===== src/mmio_pkg.sv =====
package mmio_pkg;

    // address map, byte addresses from the cpu
    localparam logic [31:0] ram_base   = 32'h0000_0000;
    localparam logic [31:0] ram_limit  = 32'h0000_ffff;
    localparam logic [31:0] key_addr   = 32'h0001_0000;
    localparam logic [31:0] disp_base  = 32'h0002_0000;
    localparam logic [31:0] disp_limit = 32'h0002_ffff;

    // keypad access delay in cycles
    localparam logic [3:0] key_latency = 4'd3;

    // answer for reads that hit no region
    localparam logic [31:0] unmapped_word = 32'hdeadbeef;

    // wishbone lane select, always a full word
    localparam logic [3:0] wb_sel_all = 4'b1111;

    // keypad status word layout
    localparam int key_valid_bit  = 31;
    localparam int key_app_msb    = 6;
    localparam int key_app_lsb    = 5;
    localparam int key_button_msb = 4;
    localparam int key_button_lsb = 0;

    typedef struct packed {
        logic ram;
        logic key;
        logic disp;
        logic none;
    } region_t;

    typedef struct packed {
        logic [31:0] addr;
        logic [31:0] wdata;
        logic        read;
        logic        write;
        logic        fetch;
    } cpu_req_t;

    typedef struct packed {
        logic        cyc;
        logic        stb;
        logic        we;
        logic [3:0]  sel;
        logic [31:0] adr;
        logic [31:0] dat;
    } wb_out_t;

endpackage

===== src/mmio_top.sv =====
`timescale 1ns/1ps

module mmio_top
    import mmio_pkg::*;
(
    input  logic        clk,
    input  logic        reset,
    input  cpu_req_t    req,
    output logic [31:0] memload,
    output logic [31:0] instruction,
    output logic        d_ack,
    output logic        i_ack,
    input  logic        key_rising,
    input  logic        key_clear,
    input  logic [4:0]  key_button,
    input  logic [1:0]  key_app,
    output logic [31:0] display_addr,
    output logic [31:0] display_data,
    output logic        display_wen,
    input  logic        display_ack,
    output wb_out_t     bus,
    input  logic        wb_ack,
    input  logic [31:0] wb_dat_i
);

    region_t     region;
    logic        active;
    logic        wb_start;
    logic        wb_done;
    logic        cnt_load;
    logic        cnt_expired;
    logic [31:0] wb_rdata;
    logic [31:0] key_word;
    logic [31:0] rdata;

    mmio_addr_decoder u_decoder (
        .req    (req),
        .region (region),
        .active (active)
    );

    ack_sequencer u_sequencer (
        .clk         (clk),
        .reset       (reset),
        .region      (region),
        .active      (active),
        .is_fetch    (req.fetch),
        .wb_start    (wb_start),
        .cnt_load    (cnt_load),
        .wb_done     (wb_done),
        .cnt_expired (cnt_expired),
        .display_ack (display_ack),
        .display_wen (display_wen),
        .d_ack       (d_ack),
        .i_ack       (i_ack)
    );

    latency_counter u_counter (
        .clk         (clk),
        .reset       (reset),
        .cnt_load    (cnt_load),
        .cnt_expired (cnt_expired)
    );

    wb_master u_wb_master (
        .clk      (clk),
        .reset    (reset),
        .wb_start (wb_start),
        .req      (req),
        .bus      (bus),
        .wb_ack   (wb_ack),
        .wb_dat_i (wb_dat_i),
        .rdata    (wb_rdata),
        .wb_done  (wb_done)
    );

    keypad_register u_keypad (
        .clk        (clk),
        .reset      (reset),
        .key_rising (key_rising),
        .key_clear  (key_clear),
        .key_button (key_button),
        .key_app    (key_app),
        .key_word   (key_word)
    );

    // display reads have nothing to return
    always_comb begin
        if (region.ram) begin
            rdata = wb_rdata;
        end else if (region.key) begin
            rdata = key_word;
        end else if (region.none) begin
            rdata = unmapped_word;
        end else begin
            rdata = '0;
        end
    end

    assign memload     = rdata;
    assign instruction = rdata;

    assign display_addr = req.addr;
    assign display_data = req.wdata;

endmodule


===== src/ack_sequencer.sv =====
`timescale 1ns/1ps

module ack_sequencer
    import mmio_pkg::*;
(
    input  logic    clk,
    input  logic    reset,
    input  region_t region,
    input  logic    active,
    input  logic    is_fetch,
    output logic    wb_start,
    output logic    cnt_load,
    input  logic    wb_done,
    input  logic    cnt_expired,
    input  logic    display_ack,
    output logic    display_wen,
    output logic    d_ack,
    output logic    i_ack
);

    typedef enum logic [2:0] {
        st_idle,
        st_wait_bus,
        st_wait_count,
        st_wait_display,
        st_respond
    } state_t;

    state_t state;
    logic   launch;

    assign launch = (state == st_idle) && active;

    always_ff @(posedge clk or posedge reset) begin
        if (reset) begin
            state <= st_idle;
        end else begin
            case (state)
                st_idle: begin
                    if (active) begin
                        if (region.ram) begin
                            state <= st_wait_bus;
                        end else if (region.key) begin
                            state <= st_wait_count;
                        end else if (region.disp) begin
                            state <= st_wait_display;
                        end else begin
                            state <= st_respond;
                        end
                    end
                end
                st_wait_bus: begin
                    if (wb_done) begin
                        state <= st_respond;
                    end
                end
                st_wait_count: begin
                    if (cnt_expired) begin
                        state <= st_respond;
                    end
                end
                st_wait_display: begin
                    if (display_ack) begin
                        state <= st_respond;
                    end
                end
                default: begin
                    state <= st_idle;
                end
            endcase
        end
    end

    // starts last one cycle since idle is left right away
    assign wb_start = launch && region.ram;
    assign cnt_load = launch && region.key;

    assign display_wen = (state == st_wait_display);

    // request is still held here so fetch picks the ack kind
    assign d_ack = (state == st_respond) && !is_fetch;
    assign i_ack = (state == st_respond) && is_fetch;

    acks_exclusive: assert property (@(posedge clk) disable iff (reset)
        !(d_ack && i_ack));

endmodule


===== src/latency_counter.sv =====
`timescale 1ns/1ps

module latency_counter
    import mmio_pkg::*;
(
    input  logic clk,
    input  logic reset,
    input  logic cnt_load,
    output logic cnt_expired
);

    logic [3:0] count;

    // load restarts even when already counting
    always_ff @(posedge clk or posedge reset) begin
        if (reset) begin
            count <= '0;
        end else if (cnt_load) begin
            count <= key_latency;
        end else if (count != 4'd0) begin
            count <= count - 4'd1;
        end
    end

    // last cycle before the count hits zero
    assign cnt_expired = (count == 4'd1) && !cnt_load;

endmodule


===== src/keypad_register.sv =====
`timescale 1ns/1ps

module keypad_register
    import mmio_pkg::*;
(
    input  logic        clk,
    input  logic        reset,
    input  logic        key_rising,
    input  logic        key_clear,
    input  logic [4:0]  key_button,
    input  logic [1:0]  key_app,
    output logic [31:0] key_word
);

    logic       valid;
    logic [4:0] button_q;
    logic [1:0] app_q;

    // a new press beats a clear in the same cycle
    always_ff @(posedge clk or posedge reset) begin
        if (reset) begin
            valid <= 1'b0;
        end else if (key_rising) begin
            valid <= 1'b1;
        end else if (key_clear) begin
            valid <= 1'b0;
        end
    end

    // last press is kept after clear
    always_ff @(posedge clk) begin
        if (key_rising) begin
            button_q <= key_button;
            app_q    <= key_app;
        end
    end

    always_comb begin
        key_word = '0;
        key_word[key_valid_bit] = valid;
        key_word[key_app_msb:key_app_lsb] = app_q;
        key_word[key_button_msb:key_button_lsb] = button_q;
    end

endmodule


===== src/wb_master.sv =====
`timescale 1ns/1ps

module wb_master
    import mmio_pkg::*;
(
    input  logic        clk,
    input  logic        reset,
    input  logic        wb_start,
    input  cpu_req_t    req,
    output wb_out_t     bus,
    input  logic        wb_ack,
    input  logic [31:0] wb_dat_i,
    output logic [31:0] rdata,
    output logic        wb_done
);

    typedef enum logic [1:0] {
        st_idle,
        st_transfer,
        st_done
    } state_t;

    state_t      state;
    logic        we_q;
    logic [31:0] adr_q;
    logic [31:0] dat_q;

    always_ff @(posedge clk or posedge reset) begin
        if (reset) begin
            state <= st_idle;
            we_q  <= 1'b0;
        end else begin
            case (state)
                st_idle: begin
                    if (wb_start) begin
                        state <= st_transfer;
                        we_q  <= req.write;
                    end
                end
                st_transfer: begin
                    if (wb_ack) begin
                        state <= st_done;
                    end
                end
                default: begin
                    state <= st_idle;
                end
            endcase
        end
    end

    // address and write word held for the whole cycle
    always_ff @(posedge clk) begin
        if (state == st_idle && wb_start) begin
            adr_q <= req.addr;
            dat_q <= req.wdata;
        end
    end

    // read word taken at the acked edge
    always_ff @(posedge clk) begin
        if (state == st_transfer && wb_ack && !we_q) begin
            rdata <= wb_dat_i;
        end
    end

    always_comb begin
        bus.cyc = (state == st_transfer);
        bus.stb = (state == st_transfer);
        bus.we  = (state == st_transfer) && we_q;
        bus.sel = wb_sel_all;
        bus.adr = adr_q;
        bus.dat = dat_q;
    end

    assign wb_done = (state == st_done);

    stb_needs_cyc: assert property (@(posedge clk) disable iff (reset)
        bus.stb |-> bus.cyc);

    // classic cycle, slave may stall as long as it likes
    stb_hold_stable: assert property (@(posedge clk) disable iff (reset)
        (bus.stb && !wb_ack) |=> (bus.stb && $stable(bus.adr) && $stable(bus.we)));

endmodule


===== src/mmio_addr_decoder.sv =====
`timescale 1ns/1ps

module mmio_addr_decoder
    import mmio_pkg::*;
(
    input  cpu_req_t req,
    output region_t  region,
    output logic     active
);

    logic in_ram;
    logic in_key;
    logic in_disp;

    assign in_ram  = (req.addr >= ram_base) && (req.addr <= ram_limit);
    assign in_key  = (req.addr == key_addr);
    assign in_disp = (req.addr >= disp_base) && (req.addr <= disp_limit);

    // each region decoded on its own
    // none covers every address outside the map
    always_comb begin
        region.ram  = in_ram;
        region.key  = in_key;
        region.disp = in_disp;
        region.none = !(in_ram || in_key || in_disp);
    end

    // any of the three request kinds
    assign active = req.read | req.write | req.fetch;

    // the sequencer and the read mux both rely on a single region bit
    region_onehot: assert final ($onehot(region));

endmodule


===== config.mk =====
export PLATFORM = sky130hd
export DESIGN_NAME = mmio_top
export DESIGN_NICKNAME = d
export VERILOG_FILES = /design/src/mmio_pkg.sv /design/src/mmio_top.sv /design/src/ack_sequencer.sv /design/src/latency_counter.sv /design/src/keypad_register.sv /design/src/wb_master.sv /design/src/mmio_addr_decoder.sv
export SDC_FILE = /design/constraint.sdc
export NUM_CORES = 1
export LEC_CHECK = 0
export ABC_AREA = 1
export BUFFER_PORTS_ARGS = -buffer_cell sky130_fd_sc_hd__buf_2
export CORE_AREA = 2 2 153 155
export CTS_CLUSTER_SIZE = 8
export DETAILED_ROUTE_END_ITERATION = 8
export DIE_AREA = 0 0 155 157
export GPL_TIMING_DRIVEN = 0
export SYNTH_ARGS = -nofsm -noshare
export SYNTH_HDL_FRONTEND = slang
export SYNTH_HIERARCHICAL = 1
export SYNTH_SLANG_ARGS = --single-unit

===== constraint.sdc =====
create_clock -name clk -period 7.7 [get_ports clk]
set_input_delay 1.155 -clock clk [delete_from_list [all_inputs] [get_ports clk]]
set_output_delay 1.155 -clock clk [all_outputs]
set_load 0.05 [all_outputs]

[Yosys cells after proc, flatten, opt, wreduce, memory -nomap -nowiden]
Cells that the tools add are included.
Word-level totals
  output and inout bits: 202
  flip-flop bits (word level): 114
  logic and storage cells: 74
Operators by class
  bitwise operators: 2
  magnitude comparators: 4
  reduce and logical (&&, ||, !) cells: 25
  muxes and demuxes: 18
  add/subtract/negate cells: 1
  equal/unequal tests: 14
Operator list (count)
  32-bit 2-to-1 mux: 3
  32-bit by 17-bit == test with 1-bit output, second input constant: 1
  32-bit by 1-bit >= comparator with 1-bit output, second input constant: 1
  32-bit by 18-bit >= comparator with 1-bit output, second input constant: 1
  32-bit by 16-bit <= comparator with 1-bit output, second input constant: 1
  32-bit by 18-bit <= comparator with 1-bit output, second input constant: 1
  3-bit 2-to-1 mux: 7
  1-bit logical AND: 12
  3-bit case mux with 4 select lines: 1
  2-bit by 1-bit inequality test with 1-bit output, second input constant: 5
  4-bit 2-to-1 mux: 2
  3-bit by 2-bit == test with 1-bit output, second input constant: 2
  4-bit by 1-bit == test with 1-bit output, second input constant: 1
  2-bit 2-to-1 mux: 2
  2-bit case mux with 2 select lines: 1
  2-bit AND reduction: 2
  4-bit AND reduction: 1
  2-bit nonzero test: 2
  4-bit nonzero test: 1
  4-bit by 1-bit subtractor with 4-bit output, second input constant: 1
  3-bit by 1-bit == test with 1-bit output, second input constant: 1
  3-bit == test, second input constant: 1
  1-bit logical NOT: 3
  3-bit logical NOT: 1
  7 further kinds: 10

[Longest topological paths before layout]
Gate-level depths: netlist (run 1).
  depth in word-level cells: 8
  gate-level depth with buffers: 15
  mapped depth without buffers: 14

[Cells and area by module]
Netlist (run 1), hierarchy kept.
By module, submodules not included
  wb_master: cells each 122, instances 1, sequential area each 2957.8 µm², area an instance 3083.0 µm²
  mmio_top: cells each 208, instances 1, sequential area each 0.0 µm², area an instance 1322.5 µm²
  keypad_register: cells each 39, instances 1, sequential area each 235.2 µm², area an instance 445.4 µm²
  ack_sequencer: cells each 46, instances 1, sequential area each 75.1 µm², area an instance 284.0 µm²
  latency_counter: cells each 30, instances 1, sequential area each 100.1 µm², area an instance 235.2 µm²
  mmio_addr_decoder: cells each 41, instances 1, sequential area each 0.0 µm², area an instance 198.9 µm²

[Worst setup path after synthesis (run 1)]
OpenSTA, ideal clock, no wires.
  kind: input to output
  start point: input port req[63] (netlist name)
  end point: output port memload[15]
  data arrival time: 2.941 ns
  path slack: 3.604 ns
  cell stages on the path: 12
  data required time: 6.545 ns
  cells stage by stage: nor2_1 > nand2_1 > nor2_2 > nand2_2 > nor3b_2 > buf_4 > buf_2 > inv_2 > nand3_4 > buf_6 > nand3_1 > buf_4
On the way
  elaborated cells on any way between the ends: 12
  classes of those cells: order compare: 4; eq/ne: 1; mux: 3; reduce/logical: 4
RTL lines
  start: declaration: line mmio_top.sv:8  | input cpu_req_t req,
  32-bit by 17-bit == test with 1-bit output (*): line mmio_addr_decoder.sv:16  | assign in_key = (req.addr == key_addr);
  net u_decoder.in_key: line mmio_addr_decoder.sv:12  | logic in_key;
  1-bit logical OR (2 in a row): line mmio_addr_decoder.sv:25  | region.none = !(in_ram || in_key || in_disp);
  32-bit 2-to-1 mux: line mmio_top.sv:93  | end else if (region.none) begin
  32-bit 2-to-1 mux (*): line mmio_top.sv:91  | end else if (region.key) begin
  32-bit 2-to-1 mux (*): line mmio_top.sv:89  | if (region.ram) begin
  end: declaration: line mmio_top.sv:9  | output logic [31:0] memload,
Mark *: on every way through the listed nets, which the timed path passes. The rest lies on a longest branch.

[Final worst setup path (run 1)]
  start point: input port req[42] (netlist name)
  end point: output port memload[1]
Same word-level chain as after synthesis.

==> run_results.csv, run 1 <==
group,metric,value,unit
cts,clockBufferDepth,2,
cells_and_area,areaGrowthSynthToFinish,48.5,%
outcome,status,"finished, final reports clean",
synthesis,synth_edf_count,103,
power,power,1.73,mW
global_routing,overflow,0,
synthesis,yosysSeqAreaShare,60.5,%
sta,finalSetupViolCount,0,
global_routing,grt_first_pass_wirelength,23500,µm
power,power_density,209,mW/mm²
critical_path,startpoint_type,"primary input",
cells_and_area,num_antenna_cells,0,
synthesis,postSynthCellCount,486,
sta,slew_headroom,65.3,%
die,dieArea,0.0243,mm²
synthesis,synth_area_leader_cell,"edfxtp_1",
cts,cts_tree,"built",
place,pre_cts_slack,3.33,ns
synthesis,synth-async-reset-ratio,9.65,%
global_routing,grt_max_degree,45,
critical_path,reg2reg_to,"u_wb_master/adr_q[8]",
synthesis,ys_ff_latch,114,
place,hpwl,13100,µm
route,dr.pass1.iters,4,
synthesis,netlist_top_cells_area,"edfxtp_1 (56%), buf_4 (18%), dfrtp_1 (4.9%)",
critical_path,path_class,"in -> out",
route,wire_per_inst,14.2,µm
die,die_h,157,µm
cells_and_area,drive_gt1_share,61.0,%
sta,holdWs,0.479,ns
critical_path,crit_path_end_kind,"output port",
critical_path,timing.rr.start,"u_sequencer/state[0]",
cts,cts_setup_buffers,0,
critical_path,cp.arrival,3.12,ns
route,dr.first_iter.drc_count,113,
die,start_util,24.7,%
synthesis,syn_area_per_cell,11.5,µm²
critical_path,regToRegSetupSlack,5.38,ns
cts,path_clk_slew,0.05,ns
critical_path,crit_path_end,"memload[1]",
synthesis,post-synth-top-count-cell,"buf_4",
cts,cts_resized,0,
route,ant_nets,0,
synthesis,yosysUniqueCellTypes,29,
route,wl,16200,µm
sta,rsz0062_at_grt,"false",
cts,cts_num_sinks,114,
cts,cts_max_level,4,
hold_path,hold_class,"reg -> reg",
synthesis,synth_flop_cell,"edfxtp_1",
sta,fmax,234,MHz
cts,clock_latency,0.42,ns
die,rows,55,
route,route.detailed.drc,0,
sta,setup_slack,3.43,ns
cts,holdBufCountCts,0,
sta,hold_viol,0,
sta,finalCriticalPeriod,4.27,ns
global_routing,antenna_found_initial,3,
power,power_leakage,3.80,nW
cells_and_area,finalNonFillerCells,1141,
die,fp.dieW,155,µm
route,via_per_inst,3.86,
critical_path,reg2regPathDepth,6,
critical_path,worstPathRequired,6.55,ns
cells_and_area,final_nets,957,
cts,cts_buffers,17,
critical_path,worst-path-max-fanout,10,
die,core_area,0.0225,mm²
sta,fin_skew,0.0172,ns
power,ir_drop,0.134,mV
route,num_vias,4402,
job,drv_cap,0,
critical_path,startpoint,"req[42]",
die,io_pins,314,
global_routing,grt_pass1_vias,4132,
synthesis,synthesis.area,0.00557,mm²
sta,drv_slew,0,
place,dp_cells,1109,
place,gp_congestion,0.810,
sta,max_slew.worst_pin.slew,0.519,ns
sta,fin_crit_sh,55.5,%
place,port-buffer-count,309,
cts,cts.root.buffer_cell,"clkbuf_16",
synthesis,yosysWarnings,6,
synthesis,synthTopCellsByCount,"buf_4 (132), edfxtp_1 (103), nand2_1 (71)",
sta,tns,0,ns
synthesis,synth_top_area_share,55.5,%
global_routing,grtUsageTotal,13.1,%
area by class of cell:
| cell class | count | area [µm²] |
|---|---|---|
| Fill cell | 2246 | 14200 |
| Sequential cell | 114 | 3370 |
| Timing Repair Buffer | 312 | 1610 |
| Multi-Input combinational cell | 230 | 1140 |
| Buffer | 142 | 1060 |
| Clock buffer | 17 | 425 |
| Tap cell | 285 | 357 |
| Clock inverter | 15 | 204 |
| Inverter | 26 | 103 |
through the flow:
stage	instance area (µm²)	util, %
after CTS	8270	36.7
after global placement	7570	33.6
after detailed placement	7640	33.9
final	8270	36.7
after global routing	8270	36.7
after floorplan	5670	-
cells by family (layout without fill, tap and decap cells):
| kind of cell | after synthesis | in the layout | synth area share, % |
|---|---|---|---|
| flops | 114 | 114 | 60.5 |
| xor+xnor | 1 | 1 | 0.157 |
| simple gates | 192 | 192 | 17.1 |
| other cells | 2 | 28 | 0.135 |
| buf+inv | 168 | 512 | 20.9 |
| compound gates | 7 | 7 | 0.786 |
| fa+ha+maj | 2 | 2 | 0.449 |
layer usage:
layer / part of all wire, % / vias to the layer above / global-route usage (%)
li1: - / 2183 / -
met1: 40 / 1984 / 14.8
met2: 51 / 218 / 23.5
met3: 7.6 / 17 / 4.21
met4: 1.4 / 0 / 4.28
met5: 0 / - / 0
worst min-delay path by stage:
stage	slack (ns)	depth (start not counted)	from	to
2_1_floorplan	0.44	2	u_keypad/valid	u_keypad/valid
3_3_place_gp	0.47	2	u_keypad/valid	u_keypad/valid
3_5_place_dp	0.47	2	u_keypad/valid	u_keypad/valid
4_1_cts	0.49	2	u_keypad/valid	u_keypad/valid
5_1_grt	0.52	2	u_keypad/valid	u_keypad/valid
6_report	0.48	2	u_keypad/valid	u_keypad/valid
state kept, by name (all words and copies together) (netlist names):
signal / flops
u_sequencer/state: 3
u_wb_master/adr_q: 32
u_wb_master/state: 2
u_counter/count: 4
u_keypad/button_q: 5
u_keypad/valid: 1
u_wb_master/dat_q: 32
u_wb_master/rdata: 32
u_keypad/app_q: 2
u_wb_master/we_q: 1
critical path, stage by stage:
cell and delay (ns):
buf_2 0.13, nor2_1 0.10, nand2_1 0.05, nor2_1 0.17, nand2_1 0.14, nor3b_2 0.19
buf_4 0.14, buf_2 0.17, buf_2 0.24, nand3_1 0.10, nand3_1 0.15, buf_4 0.12
buf_2 0.24
cells in the final DEF (no fill, tap or decap), types with 3 or more instances in the layout:
cell,instances
conb_1,28
nand3_1,48
bufinv_16,4
nand3_2,12
inv_2,3
nor2_2,8
buf_6,3
inv_6,6
inv_1,22
edfxtp_1,103
nand2_1,71
buf_4,132
nand2_2,7
buf_2,316
clkbuf_16,17
nor2_1,34
dfrtp_1,11
nor3_1,3
power by group:
group	internal [mW]	leakage, nW	switching [mW]
registers	0.681	1.08	0.00555
logic	0.0690	2.42	0.127
clock network	0.545	0.300	0.300
Note: power is estimated with default switching activity, not from simulation.
==> run 2: changes to the inputs <==
--- a/config.mk
+++ b/config.mk
@@ -5,12 +5,12 @@
 export SDC_FILE = /design/constraint.sdc
 export NUM_CORES = 1
 export LEC_CHECK = 0
-export ABC_AREA = 1
+export ABC_AREA = 0
 export BUFFER_PORTS_ARGS = -buffer_cell sky130_fd_sc_hd__buf_2
-export CORE_AREA = 2 2 153 155
+export CORE_AREA = 2 2 152 154
 export CTS_CLUSTER_SIZE = 8
 export DETAILED_ROUTE_END_ITERATION = 8
-export DIE_AREA = 0 0 155 157
+export DIE_AREA = 0 0 154 156
 export GPL_TIMING_DRIVEN = 0
 export SYNTH_ARGS = -nofsm -noshare
 export SYNTH_HDL_FRONTEND = slang
==> constraint.sdc (replaced) <==
create_clock -name clk -period 3.5 [get_ports clk]
set_input_delay 0.525 -clock clk [delete_from_list [all_inputs] [get_ports clk]]
set_output_delay 0.525 -clock clk [all_outputs]
set_load 0.05 [all_outputs]
==> run 2 against run 1 <==
  * Area after synthesis decreased by 1.2%
  * Global-route usage increased by 0.80 points
  * Non-clock buffer count increased by 1
  * Largest power group unchanged
  * Highest routed layer unchanged
==> run_results.csv, run 2 <==
group,metric,value,unit
place,gp_congestion,0.779,
synthesis,synth-simple-area-share,7.41,%
hold_path,holdPathStages,1,
route,route.detailed.drc,0,
synthesis,synthMuxAreaShare,5.57,%
cells_and_area,nFillCells,2248,
cells_and_area,final_common_cell,"buf_2",
critical_path,worst_path_largest_cell_delay,0.54,ns
route,dr.first_iter.drc_count,157,
cells_and_area,largestRegisters,"u_wb_master/adr_q (32), u_wb_master/dat_q (32), u_wb_master/rdata (32)",
sta,drv_slew,0,
sta,rsz0062_at_grt,"false",
cells_and_area,final_cell_mix,"buf_2 (311), buf_4 (129), edfxtp_1 (103)",
global_routing,grt_pass1_vias,4191,
cts,path_clk_slew,0.06,ns
synthesis,synthTopCellsByCount,"buf_4 (129), edfxtp_1 (103), mux2i_1 (28), nand2_1 (28), o21ai_1 (25)",
synthesis,yosysWarnings,6,
synthesis,synth_top_family_by_area,"buffers and inverters",
cts,cts_buffers,17,
cts,clockBufferDepth,2,
critical_path,cp_slowest_cell,"or4b_1",
cts,cts_resized,0,
cells_and_area,regArea,0.00337,mm²
sta,holdWs,0.288,ns
route,via_per_inst,3.83,
hold_path,hp-start,"wb_dat_i[30]",
die,fp.dieW,154,µm
global_routing,antenna_found_initial,2,
sta,hold_viol,0,
die,core_area,0.0224,mm²
synthesis,syn_area_per_cell,13.4,µm²
cells_and_area,areaGrowthSynthToFinish,49.8,%
sta,max_slew.worst_pin.slew,0.825,ns
critical_path,reg2regPathDepth,8,
global_routing,grt_first_pass_wirelength,24600,µm
synthesis,synth_edf_count,103,
synthesis,postSynthCellCount,412,
outcome,status,"finished, final reports clean",
synthesis,ys_ff_latch,114,
hold_path,holdPathEnd,"u_wb_master/rdata[30]",
global_routing,grtUsageTotal,13.9,%
critical_path,reg2reg_to,"u_wb_master/adr_q[16]",
sta,fin_crit_sh,94.1,%
die,io_pins,314,
sta,finalCriticalPeriod,3.29,ns
critical_path,regToRegSetupSlack,1.12,ns
synthesis,synth-async-reset-ratio,9.65,%
place,hpwl,13200,µm
critical_path,timing.rr.start,"u_sequencer/state[0]",
cts,cts.root.buffer_cell,"clkbuf_16",
route,ant_nets,0,
route,num_vias,4096,
synthesis,netlist_top_cells_area,"edfxtp_1 (56%), buf_4 (18%), mux2i_1 (5.1%)",
cts,clock_latency,0.42,ns
cts,cts_max_level,4,
synthesis,synth_flop_cell,"edfxtp_1",
synthesis,synth_compound_area_share,4.48,%
power,power_density,452,mW/mm²
critical_path,worst-path-max-fanout,8,
die,rows,55,
die,die_h,156,µm
critical_path,startpoint_type,"primary input",
place,port-buffer-count,309,
cts,cts_num_sinks,114,
hold_path,hold_class,"in -> reg",
power,ir_drop,0.319,mV
synthesis,synthesis.area,0.00550,mm²
critical_path,worstPathRequired,2.97,ns
cells_and_area,drive_gt1_share,63.6,%
global_routing,overflow,0,
synthesis,synthAdderAreaFrac,0.455,%
cells_and_area,multi_input_area,0.00114,mm²
cts,cts_tree,"built",
job,drv_cap,0,
critical_path,crit_path_end_kind,"output port",
sta,fmax,304,MHz
power,power_leakage,3.69,nW
synthesis,synth_xor_area_share,0,%
die,dieArea,0.0240,mm²
synthesis,yosysSeqAreaShare,61.2,%
synthesis,synth_area_leader_cell,"edfxtp_1",
critical_path,path_class,"in -> out",
synthesis,post-synth-top-count-cell,"buf_4",
sta,finalSetupViolCount,0,
global_routing,grt_max_degree,33,
route,wl,16900,µm
die,start_util,24.6,%
critical_path,cp.arrival,2.77,ns
route,wire_per_inst,15.8,µm
critical_path,critical_path.cell_chain,"buf_2 -> or4b_1 -> nor3_2 -> nand4_1 -> nor2_1 -> buf_4 -> buf_6 -> nor2b_4 -> buf_6 -> a22o_1 -> buf_4 -> buf_2",
sta,slew_headroom,45.0,%
power,power,3.73,mW
sta,fin_skew,0.0128,ns
synthesis,yosysUniqueCellTypes,40,
synthesis,synth_top_area_share,56.2,%
route,dr.pass1.iters,4,
cells_and_area,final_nets,885,
-- run 2: cell types whose count changed after synthesis, sizes merged, moves of 7 or more --
cell   previous run  this run
inv              26         9
mux2i             0        28
nor4              0         7
nor2             42         9
o21ai             3        25
nand2            79        28
a22o              0         7
nand3            61         0
-- run 2: routing by layer --
| layer | part of all wire (%) | up-vias | GRT usage [%] |
|---|---|---|---|
| met5 | 0 | - | 0 |
| met4 | 1.6 | 0 | 5.43 |
| met3 | 8.7 | 14 | 5.31 |
| met2 | 50 | 209 | 24.3 |
| met1 | 40 | 1857 | 15.3 |
| li1 | - | 2016 | - |
-- run 2: stage by stage --
step	instance area, µm²	util [%]	TNS (ns)	setup WS (ns)	std cells
after floorplan	5650	-	-4.14	-0.148	438
after global placement	7550	33.8	-81.64	-1.30	1032
after detailed placement	7610	34.0	0	0.138	1036
after CTS	8240	36.8	0	0.134	1069
after global routing	8240	36.9	0	0.0282	1070
final	8240	36.9	0	0.208	1070
-- run 2: report_power, final --
| group | switching (mW) | total [mW] | internal [mW] | leakage, nW |
|---|---|---|---|---|
| registers | 0.00520 | 1.50 | 1.49 | 1.08 |
| clock network | 0.700 | 1.84 | 1.14 | 0.300 |
| logic | 0.246 | 0.390 | 0.144 | 2.31 |
| total | 0.951 | 3.73 | 2.78 | 3.69 |
-- run 2: cell type report --
cell class                      count  share of cell area (%)
Clock inverter                     15                    2.35
Multi-Input combinational cell    174                    13.8
Tap cell                          285                    4.33
Inverter                            9                   0.410
Sequential cell                   114                    40.9
Clock buffer                       17                    5.16
Buffer                            141                    13.4
Antenna cell                        1                  0.0304
Timing Repair Buffer              314                    19.6
-- run 2: kinds of logic (layout without fill, tap and decap cells) --
| kind of cell | Yosys count | after routing |
|---|---|---|
| buffers and inverters | 150 | 496 |
| AND/OR/NAND/NOR | 73 | 73 |
| flip-flops | 114 | 114 |
| adder cells (fa/ha/maj) | 2 | 2 |
| multiplexers | 30 | 30 |
| other | 2 | 29 |
| AO/OA/AOI/OAI | 41 | 41 |
-- run 2: critical path: cells and delay by family --
kind | cells | cell delay (ns)
compound gates | 1 | 0.20
buf+inv | 6 | 0.94
simple gates | 5 | 1.09
-- run 2: worst max path at each step --
stage	end	slack (ns)	from	depth (start not counted)
2_1_floorplan	u_wb_master/we_q	-0.15	req[64]	8
3_3_place_gp	u_wb_master/we_q	-1.30	req[64]	9
3_5_place_dp	memload[4]	0.14	req[52]	12
4_1_cts	memload[4]	0.13	req[52]	12
5_1_grt	memload[27]	0.03	req[52]	12
6_report	memload[4]	0.21	req[52]	12
-- run 2: timing repair --
| action | 4_1_cts | 5_1_grt |
|---|---|---|
| endpoints found under the setup margin | 0 | 0 |
| buffers inserted | 0 | 0 |
| hold endpoints to repair | 1 | 0 |
| hold buffers | 1 | 0 |
==> run 3: changes to the inputs <==
--- a/config.mk
+++ b/config.mk
@@ -6,7 +6,7 @@
 export NUM_CORES = 1
 export LEC_CHECK = 0
 export ABC_AREA = 0
-export BUFFER_PORTS_ARGS = -buffer_cell sky130_fd_sc_hd__buf_2
+export BUFFER_PORTS_ARGS = -buffer_cell sky130_fd_sc_hd__buf_4
 export CORE_AREA = 2 2 152 154
 export CTS_CLUSTER_SIZE = 8
 export DETAILED_ROUTE_END_ITERATION = 8
==> run 3 against run 2 <==
  * First-iteration DRC count fell by 13%
  * Final cell count did not move
  * Non-clock buffer count did not move
  * Clock skew fell by 0.0027 ns
  * Hold slack improved by 0.0013 ns
  * Global-route usage rose by 0.24 points
  * Sequential share of layout area fell by 3.6 points
  * Power rose by 0.64%
  * Worst setup slack improved by 0.025 ns
  * Design area rose by 9.6%
  * Combinational power rose by 16%
  * Critical endpoint is now memload[12]
  * Largest cell class is now buffers
  * Largest power group unchanged
==> run_results.csv, run 3 (synthesis gave the netlist of run 2 again) <==
group,metric,value,unit
outcome,status,"finished, final reports clean",
critical_path,cp_top_family,"buffers and inverters",
critical_path,startpoint_type,"primary input",
sta,fmax,306,MHz
power,power_leakage,3.97,nW
critical_path,path_class,"in -> out",
critical_path,critical_path.cell_chain,"buf_4 -> or4b_1 -> nor3_2 -> nand4_1 -> nor2_1 -> buf_4 -> buf_6 -> buf_12 -> mux2i_1 -> o21ai_1 -> buf_4 -> buf_4",
global_routing,antenna_found_initial,0,
critical_path,cp_slowest_cell,"or4b_1",
place,dp_cells,1036,
cts,cts_max_level,4,
global_routing,grt_first_pass_wirelength,25200,µm
sta,rsz0062_at_grt,"false",
hold_path,hold_class,"in -> reg",
route,dr.pass1.iters,4,
cells_and_area,largestRegisters,"u_wb_master/adr_q (32), u_wb_master/dat_q (32), u_wb_master/rdata (32)",
cts,cts_buffers,17,
global_routing,grt_max_degree,33,
critical_path,reg2regPathDepth,7,
die,fp.dieW,154,µm
route,wl,17200,µm
cells_and_area,drive_gt1_share,63.5,%
die,rows,55,
route,dr.first_iter.drc_count,136,
place,hpwl,13500,µm
sta,hold_viol,0,
critical_path,worstPathRequired,2.97,ns
sta,fin_crit_sh,93.4,%
sta,drv_slew,0,
cts,cts_setup_buffers,0,
route,route.detailed.drc,0,
die,dieArea,0.0240,mm²
critical_path,cp.buffers_inverters,6,
global_routing,grt_pass1_vias,4300,
power,power_density,416,mW/mm²
global_routing,grtUsageTotal,14.2,%
place,gp_congestion,0.759,
die,io_pins,314,
route,num_vias,4231,
cts,clock_latency,0.41,ns
critical_path,regToRegSetupSlack,1.39,ns
route,ant_nets,0,
cells_and_area,utilization,40.4,%
sta,tns,0,ns
die,core_area,0.0224,mm²
die,die_h,156,µm
cells_and_area,finalNonFillerCells,1070,
sta,finalSetupViolCount,0,
power,p_sw_share,24.7,%
sta,slew_headroom,45.4,%
power,ir_drop,0.306,mV
cells_and_area,fin_area,0.00903,mm²
job,drv_cap,0,
critical_path,worstSetupPathDepth,12,
power,intPower,2.83,mW
place,port-buffer-count,309,
route,wire_per_inst,16.1,µm
sta,fin_skew,0.0101,ns
power,share_clk_of_total_power,48.0,%
power,comb_power_share,12.0,%
cells_and_area,final_nets,885,
critical_path,worst-path-max-fanout,10,
critical_path,cp.arrival,2.74,ns
route,via_per_inst,3.95,
die,start_util,24.6,%
power,power.switching,925,µW
cells_and_area,final_common_cell,"buf_4",
cts,clockBufferDepth,2,
cts,path_clk_slew,0.06,ns
critical_path,cp_common_cell,"buf_4",
hold_path,holdPathStages,1,
place,post_dp_cell_area,0.00841,mm²
critical_path,worst_path_largest_cell_delay,0.53,ns
global_routing,overflow,0,
cts,cts.root.buffer_cell,"clkbuf_16",
sta,finalCriticalPeriod,3.27,ns
sta,max_slew.worst_pin.slew,0.819,ns
critical_path,crit_path_end_kind,"output port",
cells_and_area,final_cell_mix,"buf_4 (438), edfxtp_1 (103), nand2_1 (28), mux2i_1 (28), conb_1 (28)",
cts,cts_num_sinks,114,
cts,cts_tree,"built",
power,sequentialPowerShare,39.9,%
cells_and_area,areaGrowthSynthToFinish,64.1,%
-- run 3: stage by stage --
stage	power, mW	setup slack [ns]	hold WS, ns
after floorplan	1.78	-0.148	0.254
after global placement	1.98	-1.35	0.419
after detailed placement	1.98	0.181	0.416
after CTS	3.81	0.177	0.266
after global routing	3.89	0.0444	0.260
final	3.75	0.233	0.290
-- run 3: timing repair --
item,4_1_cts,5_1_grt
hold endpoints to repair,1,0
gates resized for setup,0,0
hold buffers,1,0
-- run 3: layout make-up --
class / count / area [µm²]
clock buffers: 18 / 429
repair buffers: 314 / 2410
multi-input cells: 174 / 1140
plain buffers: 141 / 1110
flip-flops and latches: 114 / 3370
diodes: 1 / 2.50
inverters: 9 / 33.8
well taps: 285 / 357
clock inverters: 14 / 181
fillers: 2181 / 13300
-- run 3: worst paths after layout --
check,start,to
max in group asynchronous,reset,u_counter/count[0]
min,wb_dat_i[21],u_wb_master/rdata[21]
max reg2reg,u_sequencer/state[1],u_wb_master/adr_q[31]
min in group asynchronous,reset,u_keypad/valid
min reg2reg,u_keypad/valid,u_keypad/valid
max,req[52],memload[12]
-- run 3: power groups by stage --
stage | clock [mW] | sequential [mW] | combinational (mW)
2_1_floorplan | 0 | 1.53 | 0.257
4_1_cts | 1.86 | 1.50 | 0.456
5_1_grt | 1.91 | 1.50 | 0.477
6_report | 1.80 | 1.50 | 0.451
3_5_place_dp | 0 | 1.53 | 0.453
3_3_place_gp | 0 | 1.53 | 0.450
-- run 3: routing by layer --
| layer | vias to the layer above | wire length [µm] | track usage [%] |
|---|---|---|---|
| met1 | 1985 | 6640 | 15.7 |
| li1 | 2023 | - | - |
| met5 | - | 0 | 0 |
| met2 | 215 | 8670 | 24.7 |
| met3 | 8 | 1740 | 6.69 |
| met4 | 0 | 136 | 3.47 |
